===== config.mk =====
export PLATFORM = sky130hd
export DESIGN_NAME = pmp_regs
export DESIGN_NICKNAME = d
export VERILOG_FILES = /design/src/logic/pmp_pkg.sv /design/src/logic/pmp_cfg_if.sv /design/src/logic/pmp_regs.sv /design/src/logic/pmp_csr_read.sv /design/src/logic/pmp_addr_regs.sv /design/src/logic/pmp_cfg_regs.sv
export SDC_FILE = /design/constraint.sdc
export NUM_CORES = 1
export LEC_CHECK = 0
export ABC_AREA = 1
export ABC_CLOCK_PERIOD_IN_PS = 1800
export BUFFER_PORTS_ARGS = -buffer_cell sky130_fd_sc_hd__clkbuf_2
export CAP_MARGIN = 25
export CORE_AREA = 2 2 171 173
export DETAILED_ROUTE_END_ITERATION = 8
export DIE_AREA = 0 0 173 175
export PLACE_DENSITY = 0.76
export SLEW_MARGIN = 20
export SYNTH_ARGS = -nofsm -noshare
export SYNTH_HDL_FRONTEND = slang
export SYNTH_SLANG_ARGS = --single-unit

===== constraint.sdc =====
create_clock -name cpuclk -period 1.8 [get_ports cpuclk]
set_input_delay 0.36 -clock cpuclk [delete_from_list [all_inputs] [get_ports cpuclk]]
set_output_delay 0.36 -clock cpuclk [all_outputs]
set_load 0.01 [all_outputs]

===== src/logic/pmp_pkg.sv =====
//--------------------------------------------------
// PMP register file shared definitions
//   Entry count and register widths
//   CSR select indices
//   Address mode encoding and per-slot bit positions
//   Register and vector types
//--------------------------------------------------
package pmp_pkg;

  localparam int pmp_entries   = 8;
  localparam int pmp_addr_w    = 29;
  localparam int csr_data_w    = 64;
  localparam int pmp_addr_lsb  = 9;
  localparam int pmp_grain_w   = 10;
  localparam int cfg_slot_w    = 8;

  // One-hot CSR select layout
  localparam int csr_num       = 9;
  localparam int csr_idx_cfg0  = 0;
  localparam int csr_idx_addr0 = 1;

  // Field positions inside one pmpcfg0 byte
  localparam int cfg_bit_r     = 0;
  localparam int cfg_bit_w     = 1;
  localparam int cfg_bit_x     = 2;
  localparam int cfg_mode_lo   = 3;
  localparam int cfg_bit_l     = 7;

  typedef enum logic [1:0] {
    mode_off   = 2'd0,
    mode_tor   = 2'd1,
    mode_na4   = 2'd2,
    mode_napot = 2'd3
  } pmp_mode_e;

  typedef logic [csr_data_w-1:0]  csr_data_t;
  typedef logic [pmp_addr_w-1:0]  pmp_addr_t;
  typedef pmp_addr_t [pmp_entries-1:0] pmp_addr_arr_t;
  typedef logic [csr_num-1:0]     csr_onehot_t;
  typedef logic [pmp_entries-1:0] entry_vec_t;
  typedef pmp_mode_e [pmp_entries-1:0] entry_mode_arr_t;

endpackage

===== src/logic/pmp_cfg_if.sv =====
//--------------------------------------------------
// Decoded PMP configuration fields
//   owner    driven by the configuration registers
//   addr_ctl lock and mode for address write control
//   reader   mode for address read-back formatting
//--------------------------------------------------
`timescale 1ns/1ps

interface pmp_cfg_if;
  import pmp_pkg::*;

  entry_vec_t      entry_r;
  entry_vec_t      entry_w;
  entry_vec_t      entry_x;
  entry_vec_t      entry_lock;
  entry_mode_arr_t entry_mode;

  modport owner (output entry_r, entry_w, entry_x, entry_lock, entry_mode);

  modport addr_ctl (input entry_lock, entry_mode);

  modport reader (input entry_mode);

endinterface


===== src/logic/pmp_regs.sv =====
//--------------------------------------------------
// PMP register file top level
//   pmpcfg0 and pmpaddr0 to pmpaddr7
//   One-hot CSR write enables and select
//   Combinational read bus
//--------------------------------------------------
`timescale 1ns/1ps

module pmp_regs (
  input  logic                   cpuclk,
  input  logic                   cpurst_b,
  input  pmp_pkg::csr_data_t     cp0_pmp_wdata,
  input  pmp_pkg::csr_onehot_t   pmp_csr_sel,
  input  pmp_pkg::csr_onehot_t   pmp_csr_wen,
  output pmp_pkg::csr_data_t     pmp_cp0_data,
  output pmp_pkg::csr_data_t     pmpcfg0_value,
  output pmp_pkg::pmp_addr_arr_t pmpaddr_value
);
  import pmp_pkg::*;

  logic       cfg_wen;
  entry_vec_t addr_wen;

  // Split one-hot write enables per register group
  assign cfg_wen  = pmp_csr_wen[csr_idx_cfg0];
  assign addr_wen = pmp_csr_wen[csr_idx_addr0 +: pmp_entries];

  pmp_cfg_if i_cfg_if ();

  pmp_cfg_regs i_cfg_regs (
    .cpuclk   (cpuclk),
    .cpurst_b (cpurst_b),
    .cfg_wen  (cfg_wen),
    .wdata    (cp0_pmp_wdata),
    .cfg_word (pmpcfg0_value),
    .cfg      (i_cfg_if.owner)
  );

  pmp_addr_regs i_addr_regs (
    .cpuclk     (cpuclk),
    .cpurst_b   (cpurst_b),
    .addr_wen   (addr_wen),
    .wdata      (cp0_pmp_wdata),
    .addr_value (pmpaddr_value),
    .cfg        (i_cfg_if.addr_ctl)
  );

  pmp_csr_read i_csr_read (
    .csr_sel    (pmp_csr_sel),
    .cfg_word   (pmpcfg0_value),
    .addr_value (pmpaddr_value),
    .rdata      (pmp_cp0_data),
    .cfg        (i_cfg_if.reader)
  );

endmodule


===== src/logic/pmp_csr_read.sv =====
//--------------------------------------------------
// PMP CSR read path
//   Address read-back with NA4/NAPOT low-bit fill
//   One-hot AND-OR read multiplexer
//--------------------------------------------------
`timescale 1ns/1ps

module pmp_csr_read (
  input  pmp_pkg::csr_onehot_t   csr_sel,
  input  pmp_pkg::csr_data_t     cfg_word,
  input  pmp_pkg::pmp_addr_arr_t addr_value,
  output pmp_pkg::csr_data_t     rdata,
  pmp_cfg_if.reader              cfg
);
  import pmp_pkg::*;

  csr_data_t [pmp_entries-1:0] addr_word;

  //--------------------------------------------------
  // Address read-back formatting
  //--------------------------------------------------
  for (genvar i = 0; i < pmp_entries; i++)
  begin : g_fmt
    logic [pmp_grain_w-1:0] addr_low;

    // NA4 and NAPOT show stored bit 0 then all ones
    assign addr_low = (cfg.entry_mode[i] inside {mode_na4, mode_napot}) ?
                      {addr_value[i][0], {(pmp_grain_w-1){1'b1}}} : '0;

    assign addr_word[i] = {{(csr_data_w-pmp_addr_w-pmp_grain_w+1){1'b0}},
                           addr_value[i][pmp_addr_w-1:1],
                           addr_low};
  end

  //--------------------------------------------------
  // Read mux
  //--------------------------------------------------
  always_comb
  begin
    rdata = {csr_data_w{csr_sel[csr_idx_cfg0]}} & cfg_word;
    for (int i = 0; i < pmp_entries; i++)
    begin
      rdata = rdata | ({csr_data_w{csr_sel[csr_idx_addr0+i]}} & addr_word[i]);
    end
  end

endmodule


===== src/logic/pmp_addr_regs.sv =====
//--------------------------------------------------
// PMP address registers pmpaddr0 to pmpaddr7
//   Stores write data bits 37 to 9
//   Write blocked by own lock or by a locked
//   TOR entry directly above
//--------------------------------------------------
`timescale 1ns/1ps

module pmp_addr_regs (
  input  logic                   cpuclk,
  input  logic                   cpurst_b,
  input  pmp_pkg::entry_vec_t    addr_wen,
  input  pmp_pkg::csr_data_t     wdata,
  output pmp_pkg::pmp_addr_arr_t addr_value,
  pmp_cfg_if.addr_ctl            cfg
);
  import pmp_pkg::*;

  entry_vec_t tor_lock;
  entry_vec_t next_tor_lock;
  entry_vec_t addr_upd;

  //--------------------------------------------------
  // Write lock rules
  //--------------------------------------------------
  always_comb
  begin
    for (int i = 0; i < pmp_entries; i++)
    begin
      tor_lock[i] = cfg.entry_lock[i] && (cfg.entry_mode[i] == mode_tor);
    end
  end

  // Entry i sees the TOR lock of entry i+1, the last entry has none above
  assign next_tor_lock = {1'b0, tor_lock[pmp_entries-1:1]};

  assign addr_upd = addr_wen & ~cfg.entry_lock & ~next_tor_lock;

  //--------------------------------------------------
  // Address storage
  //--------------------------------------------------
  always_ff @(posedge cpuclk or negedge cpurst_b)
  begin
    if (!cpurst_b)
    begin
      addr_value <= '0;
    end
    else
    begin
      for (int i = 0; i < pmp_entries; i++)
      begin
        if (addr_upd[i])
        begin
          addr_value[i] <= wdata[pmp_addr_lsb +: pmp_addr_w];
        end
      end
    end
  end

endmodule


===== src/logic/pmp_cfg_regs.sv =====
//--------------------------------------------------
// PMP configuration slots for eight entries
//   Per-slot R/W/X, address mode and lock fields
//   Locked slots ignore pmpcfg0 writes
//   Packed pmpcfg0 view with bits 5 and 6 as zero
//--------------------------------------------------
`timescale 1ns/1ps

module pmp_cfg_regs (
  input  logic                cpuclk,
  input  logic                cpurst_b,
  input  logic                cfg_wen,
  input  pmp_pkg::csr_data_t  wdata,
  output pmp_pkg::csr_data_t  cfg_word,
  pmp_cfg_if.owner            cfg
);
  import pmp_pkg::*;

  entry_vec_t      slot_r;
  entry_vec_t      slot_w;
  entry_vec_t      slot_x;
  entry_vec_t      slot_l;
  entry_mode_arr_t slot_mode;

  //--------------------------------------------------
  // Slot registers
  //--------------------------------------------------
  always_ff @(posedge cpuclk or negedge cpurst_b)
  begin
    if (!cpurst_b)
    begin
      slot_r <= '0;
      slot_w <= '0;
      slot_x <= '0;
      slot_l <= '0;
      for (int i = 0; i < pmp_entries; i++)
      begin
        slot_mode[i] <= mode_off;
      end
    end
    else if (cfg_wen)
    begin
      for (int i = 0; i < pmp_entries; i++)
      begin
        // Lock holds the slot until reset
        if (!slot_l[i])
        begin
          slot_r[i]    <= wdata[i*cfg_slot_w + cfg_bit_r];
          slot_w[i]    <= wdata[i*cfg_slot_w + cfg_bit_w];
          slot_x[i]    <= wdata[i*cfg_slot_w + cfg_bit_x];
          slot_mode[i] <= pmp_mode_e'(wdata[i*cfg_slot_w + cfg_mode_lo +: $bits(pmp_mode_e)]);
          slot_l[i]    <= wdata[i*cfg_slot_w + cfg_bit_l];
        end
      end
    end
  end

  assign cfg.entry_r    = slot_r;
  assign cfg.entry_w    = slot_w;
  assign cfg.entry_x    = slot_x;
  assign cfg.entry_lock = slot_l;
  assign cfg.entry_mode = slot_mode;

  //--------------------------------------------------
  // Packed pmpcfg0 word
  //--------------------------------------------------
  always_comb
  begin
    // Unused bits of each byte stay zero
    cfg_word = '0;
    for (int i = 0; i < pmp_entries; i++)
    begin
      cfg_word[i*cfg_slot_w + cfg_bit_r] = cfg.entry_r[i];
      cfg_word[i*cfg_slot_w + cfg_bit_w] = cfg.entry_w[i];
      cfg_word[i*cfg_slot_w + cfg_bit_x] = cfg.entry_x[i];
      cfg_word[i*cfg_slot_w + cfg_mode_lo +: $bits(pmp_mode_e)] = cfg.entry_mode[i];
      cfg_word[i*cfg_slot_w + cfg_bit_l] = cfg.entry_lock[i];
    end
  end

endmodule


==> impl_results.rst, run 1 <==
.. list-table::
   :header-rows: 1

   * - Metric
     - Value
   * - Layout Nets
     - 2184
   * - Synth cell types
     - 21
   * - Pwr Density
     - 746 mW/mm^2
   * - Hold depth
     - 3
   * - # IOs
     - 444
   * - Critical register-to-register path startpoint
     - i_cfg_regs.cfg.entry_mode[7]
   * - Endpoint of the worst register-to-register path
     - i_addr_regs.addr_value[59]
   * - Area of combinational cells with multiple inputs
     - 0.00515 mm^2
   * - Worst Hold Class
     - primary input to flip-flop
   * - Die Span Y
     - 175 um
   * - Clock-pin slew reported for the worst setup and hold paths after clock tree synthesis
     - 60 ps
   * - Largest clock skew in the final design
     - 17.5 ps
   * - Depth of the worst register-to-register path
     - 8
   * - Number of input and output port buffers inserted
     - 411
   * - Area of the die
     - 0.0303 mm^2
   * - Status
     - complete, but fails checks
   * - Floorplan Core Area
     - 0.0284 mm^2
   * - Setup repair after global routing missed its margin
     - true
   * - Instance area at placement
     - 0.0155 mm^2
   * - Smallest hold slack
     - 43.0 ps
   * - Average vias per placed instance
     - 5.17
   * - Post-route ant nets
     - 0
   * - Summed instance area of the synthesized netlist
     - 0.0130 mm^2
   * - Post-synth EDFFs
     - 0
   * - Average wire per cell in the routed design
     - 18.9 um
   * - Startpoint class of the critical path
     - flip-flop
   * - CP required
     - 1440 ps
   * - Min cycle time layout
     - 2010 ps
   * - Placed instance count
     - 2301
   * - Clock Tree Root
     - clkbuf_16
   * - Post-synthesis average cell area
     - 8.42 um^2
   * - Kind of critical path
     - flip-flop to primary output
   * - CTS tree
     - built
   * - Final std cell area, no fill
     - 0.0179 mm^2
   * - Violations in the final reports
     - negative setup slack
   * - Inserted Clock Buffers
     - 30
   * - Critical path capture point type
     - primary output
   * - Global-route wire length before repair
     - 70300 um
   * - Detailed router's first-iteration violation count
     - 1025
   * - Routability congestion estimate
     - 0.928
   * - Number of vias in the routed layout
     - 12949
   * - Period Utilization, post-route
     - 112%
   * - Most common cell after layout, fill and taps aside
     - nand2_1
   * - Clock latency of the later-clocked register in the worst-skew pair
     - 560 ps
   * - Count of endpoints failing hold in the final timing report
     - 0
   * - Most used cells in the layout excluding fill and tap cells
     - nand2_1, clkbuf_2, dfrtp_1
   * - Largest net degree at the start of global routing
     - 63
   * - Initial antenna violation count
     - 0
   * - Cell count after synthesis
     - 1540
   * - Final-layout fill cell count
     - 2388
   * - H-tree levels
     - 1
   * - Leakage power of the design
     - 0.00998 uW
   * - Startpoint of the lowest-slack hold path
     - cp0_pmp_wdata[1]
   * - Register area
     - 0.00702 mm^2
   * - Area Growth Syn to Fin
     - 38.5%
   * - Final critical-path setup slack
     - -210 ps
   * - Rows
     - 62
   * - Vias in the first global route
     - 12279
   * - Max IR drop VDD
     - 0.629 mV
   * - Layout cell share with drive strength beyond 1
     - 40.3%
   * - Top flip-flop cell by instance count after synthesis
     - dfrtp_1
   * - GRT Util Overall
     - 29.9%
   * - Pre-Repair DR Iteration Count
     - 5
   * - Count of final max-slew check failures
     - 0
   * - Diode count
     - 0
   * - Horiz. Die Dim
     - 173 um
   * - Yosys Warn Count
     - 0
   * - Remaining routing DRC violations
     - 0
   * - Initial cell density of the core
     - 45.7%
   * - Final total power
     - 13400 uW
   * - CTS Buffer Depth
     - 3
   * - Worst reg2reg setup slack
     - 150 ps
   * - Total setup violations reported at the end of the flow
     - 18
   * - Top fanout value on the critical path
     - 3
   * - Number of synthesized register bits
     - 280
   * - Number of max-cap violations
     - 0
   * - FMAX
     - 497 MHz
   * - Clock Sinks
     - 280
   * - Post-route setup TNS
     - -2510 ps
   * - Hold worst-path end
     - i_cfg_regs.cfg.entry_w[0]
   * - Leftover overflow at the end of global routing
     - 0
   * - Final Instance Count excl. Fillers
     - 2507
   * - Dpl hpwl
     - 31900 um
   * - Total detailed-routing wirelength
     - 47400 um
   * - Register area share after synthesis
     - 54.1%
   * - Worst endpoint data arrival time
     - 1650 ps
   * - Fraction of registers with async set or reset after synthesis
     - 100%
critical path, cell delays in order, from the launching register on:
cell and delay (ps):
dfrtp_2 440, buf_4 170, nand3_1 70, nand3_1 90, nor2_1 110, nand2_1 70
clkbuf_2 140
cell usage after synthesis (2+ instances only):
cell,instances,area (um^2)
nand2_1,584,2190
dfrtp_1,280,7010
o21ai_0,149,746
nand2_2,83,519
inv_1,78,293
o21ai_1,71,355
nand3_1,68,340
nor2_1,40,150
buf_2,38,190
o21ai_2,34,298
a21oi_1,31,155
buf_4,27,203
buf_6,16,180
clkbuf_2,8,40.0
inv_2,8,30.0
clkbuf_1,7,26.3
nand3_2,7,70.1
buf_12,6,120
buf_8,2,30.0
nor2_2,2,12.5
stage by stage:
step | util (%) | setup WS [ps]
finish | 63.2 | -210
global route | 63.2 | -304
CTS | 60.5 | -189
detailed placement | 54.5 | 43.2
global placement | 54.5 | 23.3
floorplan | - | 289
where the power goes:
group | internal (uW) | switching, uW
logic | 197 | 509
clock network | 3810 | 2580
registers | 6290 | 0
total | 10300 | 3090
sequential cells by signal, indices dropped and copies added (netlist names):
register,count
i_addr_regs.addr_value,232
i_cfg_regs.cfg.entry_mode,16
i_cfg_regs.cfg.entry_lock,8
i_cfg_regs.cfg.entry_r,8
i_cfg_regs.cfg.entry_w,8
i_cfg_regs.cfg.entry_x,8
timing repair:
| item | in CTS | in global routing |
|---|---|---|
| hold buffers | 6 | 0 |
| resized for setup | 47 | 59 |
| endpoints found under the hold margin | 40 | 0 |
| setup endpoints to repair | 35 | 41 |
| setup buffers | 63 | 83 |
| pin swaps | 24 | 51 |
worst max-delay path by stage:
stage | slack [ps] | end | startpoint | cells after the start
global placement | 20 | pmp_cp0_data[8] | pmp_csr_sel[6] | 6
detailed placement | 40 | pmp_cp0_data[0] | pmp_csr_sel[6] | 6
finish | -210 | pmp_cp0_data[9] | i_cfg_regs.cfg.entry_mode[5] | 6
CTS | -190 | pmp_cp0_data[9] | i_cfg_regs.cfg.entry_mode[5] | 6
global route | -300 | pmp_cp0_data[9] | i_cfg_regs.cfg.entry_mode[5] | 6
floorplan | 290 | pmp_cp0_data[6] | pmp_csr_sel[4] | 6
cells by family (layout without fill, tap and decap cells):
kind of cell,after synthesis,count (layout),synth area share [%]
buf+inv,190,751,8.58
other cells,1,23,0.0289
flops,280,280,54.1
compound gates,285,285,12.0
simple gates,784,784,25.3
layout make-up:
| class | count | share of cell area, % |
|---|---|---|
| Sequential cell | 280 | 39.1 |
| Clock inverter | 15 | 1.12 |
| Timing Repair Buffer | 610 | 22.0 |
| Multi-Input combinational cell | 1092 | 28.7 |
| Inverter | 86 | 1.80 |
| Clock buffer | 40 | 4.61 |
| Tap cell | 384 | 2.68 |
routing by layer:
metal	wire length (um)	vias up	track usage (%)
met1	18200	6115	37.3
met2	23200	731	50.4
met4	2070	0	13.7
li1	-	5971	-
met5	0	-	0
met3	3940	132	5.70
No activity file was read; power rests on OpenSTA's default activity.
==> run 2: changes to the inputs <==
Settings changed: REMOVE_ABC_BUFFERS set to 1.
==> impl_results.rst, run 2 (synthesis gave the netlist of run 1 again) <==
.. list-table::
   :header-rows: 1

   * - Metric
     - Value
   * - Status
     - complete, but fails checks
   * - Total setup violations reported at the end of the flow
     - 20 (+2)
   * - Final Instance Count excl. Fillers
     - 2497 (-0.40%)
   * - H-tree levels
     - 1 (unchanged)
   * - Max IR drop VDD
     - 0.620 mV (-1.4%)
   * - Area Growth Syn to Fin
     - 37.0%
   * - Routability congestion estimate
     - 0.892 (-3.9%)
   * - CTS tree
     - built
   * - Number of vias in the routed layout
     - 13142 (+1.5%)
   * - Initial cell density of the core
     - 45.7% (unchanged)
   * - Worst slack after detailed placement
     - 63.3 ps (+20.1 ps)
   * - Final-layout fill cell count
     - 2405 (+0.71%)
   * - Logic depth of the worst setup path including buffers
     - 6 (unchanged)
   * - Dpl hpwl
     - 32700 um (+2.6%)
   * - Critical path's largest stage delay
     - 440 ps (about the same)
   * - Period Utilization, post-route
     - 113% (+1.5 points)
   * - Post-route setup TNS
     - -2630 ps (-116 ps)
   * - Final total power
     - 13400 uW (-0.22%)
   * - Depth of the worst register-to-register path
     - 7 (-1)
   * - Largest net degree at the start of global routing
     - 65 (+3.2%)
   * - Actual slew at the worst max-slew pin
     - 593 ps
   * - Worst Hold Class
     - primary input to flip-flop
   * - GR Util met3
     - 6.09% (+0.39 points)
   * - Vias in the first global route
     - 12209 (-0.57%)
   * - CTS Buffer Depth
     - 3 (unchanged)
   * - Die Span Y
     - 175 um (unchanged)
   * - Area of the die
     - 0.0303 mm^2 (unchanged)
   * - Instance area at placement
     - 0.0155 mm^2 (+0.21%)
   * - Setup repair after global routing missed its margin
     - true
   * - Critical path, cell by cell
     - nand2_1, nand2_2, nor2_2, buf_6, nand3_1, buf_2
   * - CP Buf/Inv Count
     - 2 (unchanged)
   * - Largest register FFs
     - 232 (unchanged)
   * - Total detailed-routing wirelength
     - 48800 um (+3.0%)
   * - CP max stage cell
     - dfrtp_2
   * - Remaining routing DRC violations
     - 0 (unchanged)
   * - Pre-Repair DR Iteration Count
     - 6 (+1)
   * - Met1 track utilization from global routing
     - 39.1% (+1.7 points)
   * - CP required
     - 1440 ps (about the same)
   * - Count of final max-slew check failures
     - 0 (unchanged)
   * - Min cycle time layout
     - 2040 ps (+26.1 ps)
   * - Max-slew headroom at the worst pin
     - 60.5%
   * - # IOs
     - 444 (unchanged)
   * - Layout cell share with drive strength beyond 1
     - 39.6% (-0.74 points)
   * - Most used cells in the layout excluding fill and tap cells
     - nand2_1, clkbuf_2, dfrtp_1
   * - Violations in the final reports
     - negative setup slack
   * - Number of input and output port buffers inserted
     - 411 (unchanged)
   * - Final critical-path setup slack
     - -236 ps (-26.1 ps)
   * - Leftover overflow at the end of global routing
     - 0 (unchanged)
   * - Final std cell area, no fill
     - 0.0178 mm^2 (-1.1%)
   * - Hold depth
     - 3 (unchanged)
   * - Layout Nets
     - 2174 (-0.46%)
   * - Global-route wire length before repair
     - 71900 um (+2.2%)
   * - Inserted Clock Buffers
     - 29 (-3.3%)
   * - Average vias per placed instance
     - 5.26 (+1.9%)
   * - Top fanout value on the critical path
     - 8 (+5)
   * - Kind of critical path
     - flip-flop to primary output
   * - Initial antenna violation count
     - 1 (+1)
   * - Count of endpoints failing hold in the final timing report
     - 0 (unchanged)
   * - Clock latency of the later-clocked register in the worst-skew pair
     - 560 ps (about the same)
   * - Floorplan Core Area
     - 0.0284 mm^2 (unchanged)
   * - Worst endpoint data arrival time
     - 1680 ps (+30 ps)
   * - Startpoint class of the critical path
     - flip-flop
   * - Clock Tree Root
     - clkbuf_16
   * - Horiz. Die Dim
     - 173 um (unchanged)
   * - Clock-pin slew reported for the worst setup and hold paths after clock tree synthesis
     - 60 ps (about the same)
   * - Critical path capture point type
     - primary output
   * - Placed instance count
     - 2312 (+0.48%)
   * - Pwr Density
     - 753 mW/mm^2 (+0.85%)
   * - Met2 Resource Use GR
     - 51.1% (+0.65 points)
   * - Post-route ant nets
     - 0 (unchanged)
   * - Average wire per cell in the routed design
     - 19.6 um (+3.4%)
   * - FMAX
     - 491 MHz (-1.3%)
   * - Largest delay share family, worst path
     - flip-flops
   * - Number of max-cap violations
     - 0 (unchanged)
   * - Detailed router's first-iteration violation count
     - 1286 (+25%)
   * - Largest clock skew in the final design
     - 16.8 ps (-0.674 ps)
   * - Rows
     - 62 (unchanged)
   * - GRT Util Overall
     - 30.7% (+0.81 points)
   * - Most common cell after layout, fill and taps aside
     - nand2_1
   * - Clock Sinks
     - 280 (unchanged)
   * - Register with the highest flop count
     - i_addr_regs.addr_value
   * - Leakage power of the design
     - 0.00995 uW (-0.36%)
   * - Most Crowded Layer GR
     - met2
## run 2: worst paths after layout
path                                                from                           end  slack [ps]
min in group asynchronous                       cpurst_b   i_addr_regs.addr_value[209]         280
min                                    cp0_pmp_wdata[55]  i_cfg_regs.cfg.entry_lock[6]          30
max reg2reg                 i_cfg_regs.cfg.entry_mode[4]    i_addr_regs.addr_value[34]         310
max in group asynchronous                       cpurst_b  i_cfg_regs.cfg.entry_mode[3]         750
min reg2reg                  i_addr_regs.addr_value[121]   i_addr_regs.addr_value[121]         510
max                        i_cfg_regs.cfg.entry_mode[15]               pmp_cp0_data[2]        -240
## run 2: final cells by class
class	instances	area [um^2]	area share, %
multi-input cells	1092	5120	28.9
repair buffers	601	3820	21.5
diodes	1	2.50	0.0141
well taps	384	480	2.71
clock inverters	13	198	1.11
flip-flops and latches	280	7020	39.5
clock buffers	40	797	4.49
inverters	86	323	1.82
## run 2: layer usage
layer	routed length (um)	vias to the layer above
met5	0	-
met4	1890	0
met3	4720	142
met2	23600	812
met1	18600	6236
li1	-	5952
## run 2: worst min-delay path, delay by kind of cell
family	cells	cell delay [ps]
simple gates	2	110
buf+inv	1	70
## run 2: what timing repair did
item                                    in CTS  in global routing
endpoints found under the hold margin       35                  0
hold buffers                                 3                  0
buffers inserted                            53                 76
pin swaps                                   19                 55
gates resized for setup                     31                 68
endpoints found under the setup margin      30                 40
## run 2: stage by stage
step | utilization [%] | hold WS (ps)
finish | 62.6 | 31.2
CTS | 60.0 | 0.0173
global route | 62.6 | 27.4
global placement | 54.6 | 273
detailed placement | 54.6 | 275
floorplan | - | 64.4
## run 2: report_power, final
part	switching [uW]	internal, uW	total, uW
combinational	531	196	727
sequential	0	6290	6290
clock	2540	3800	6350
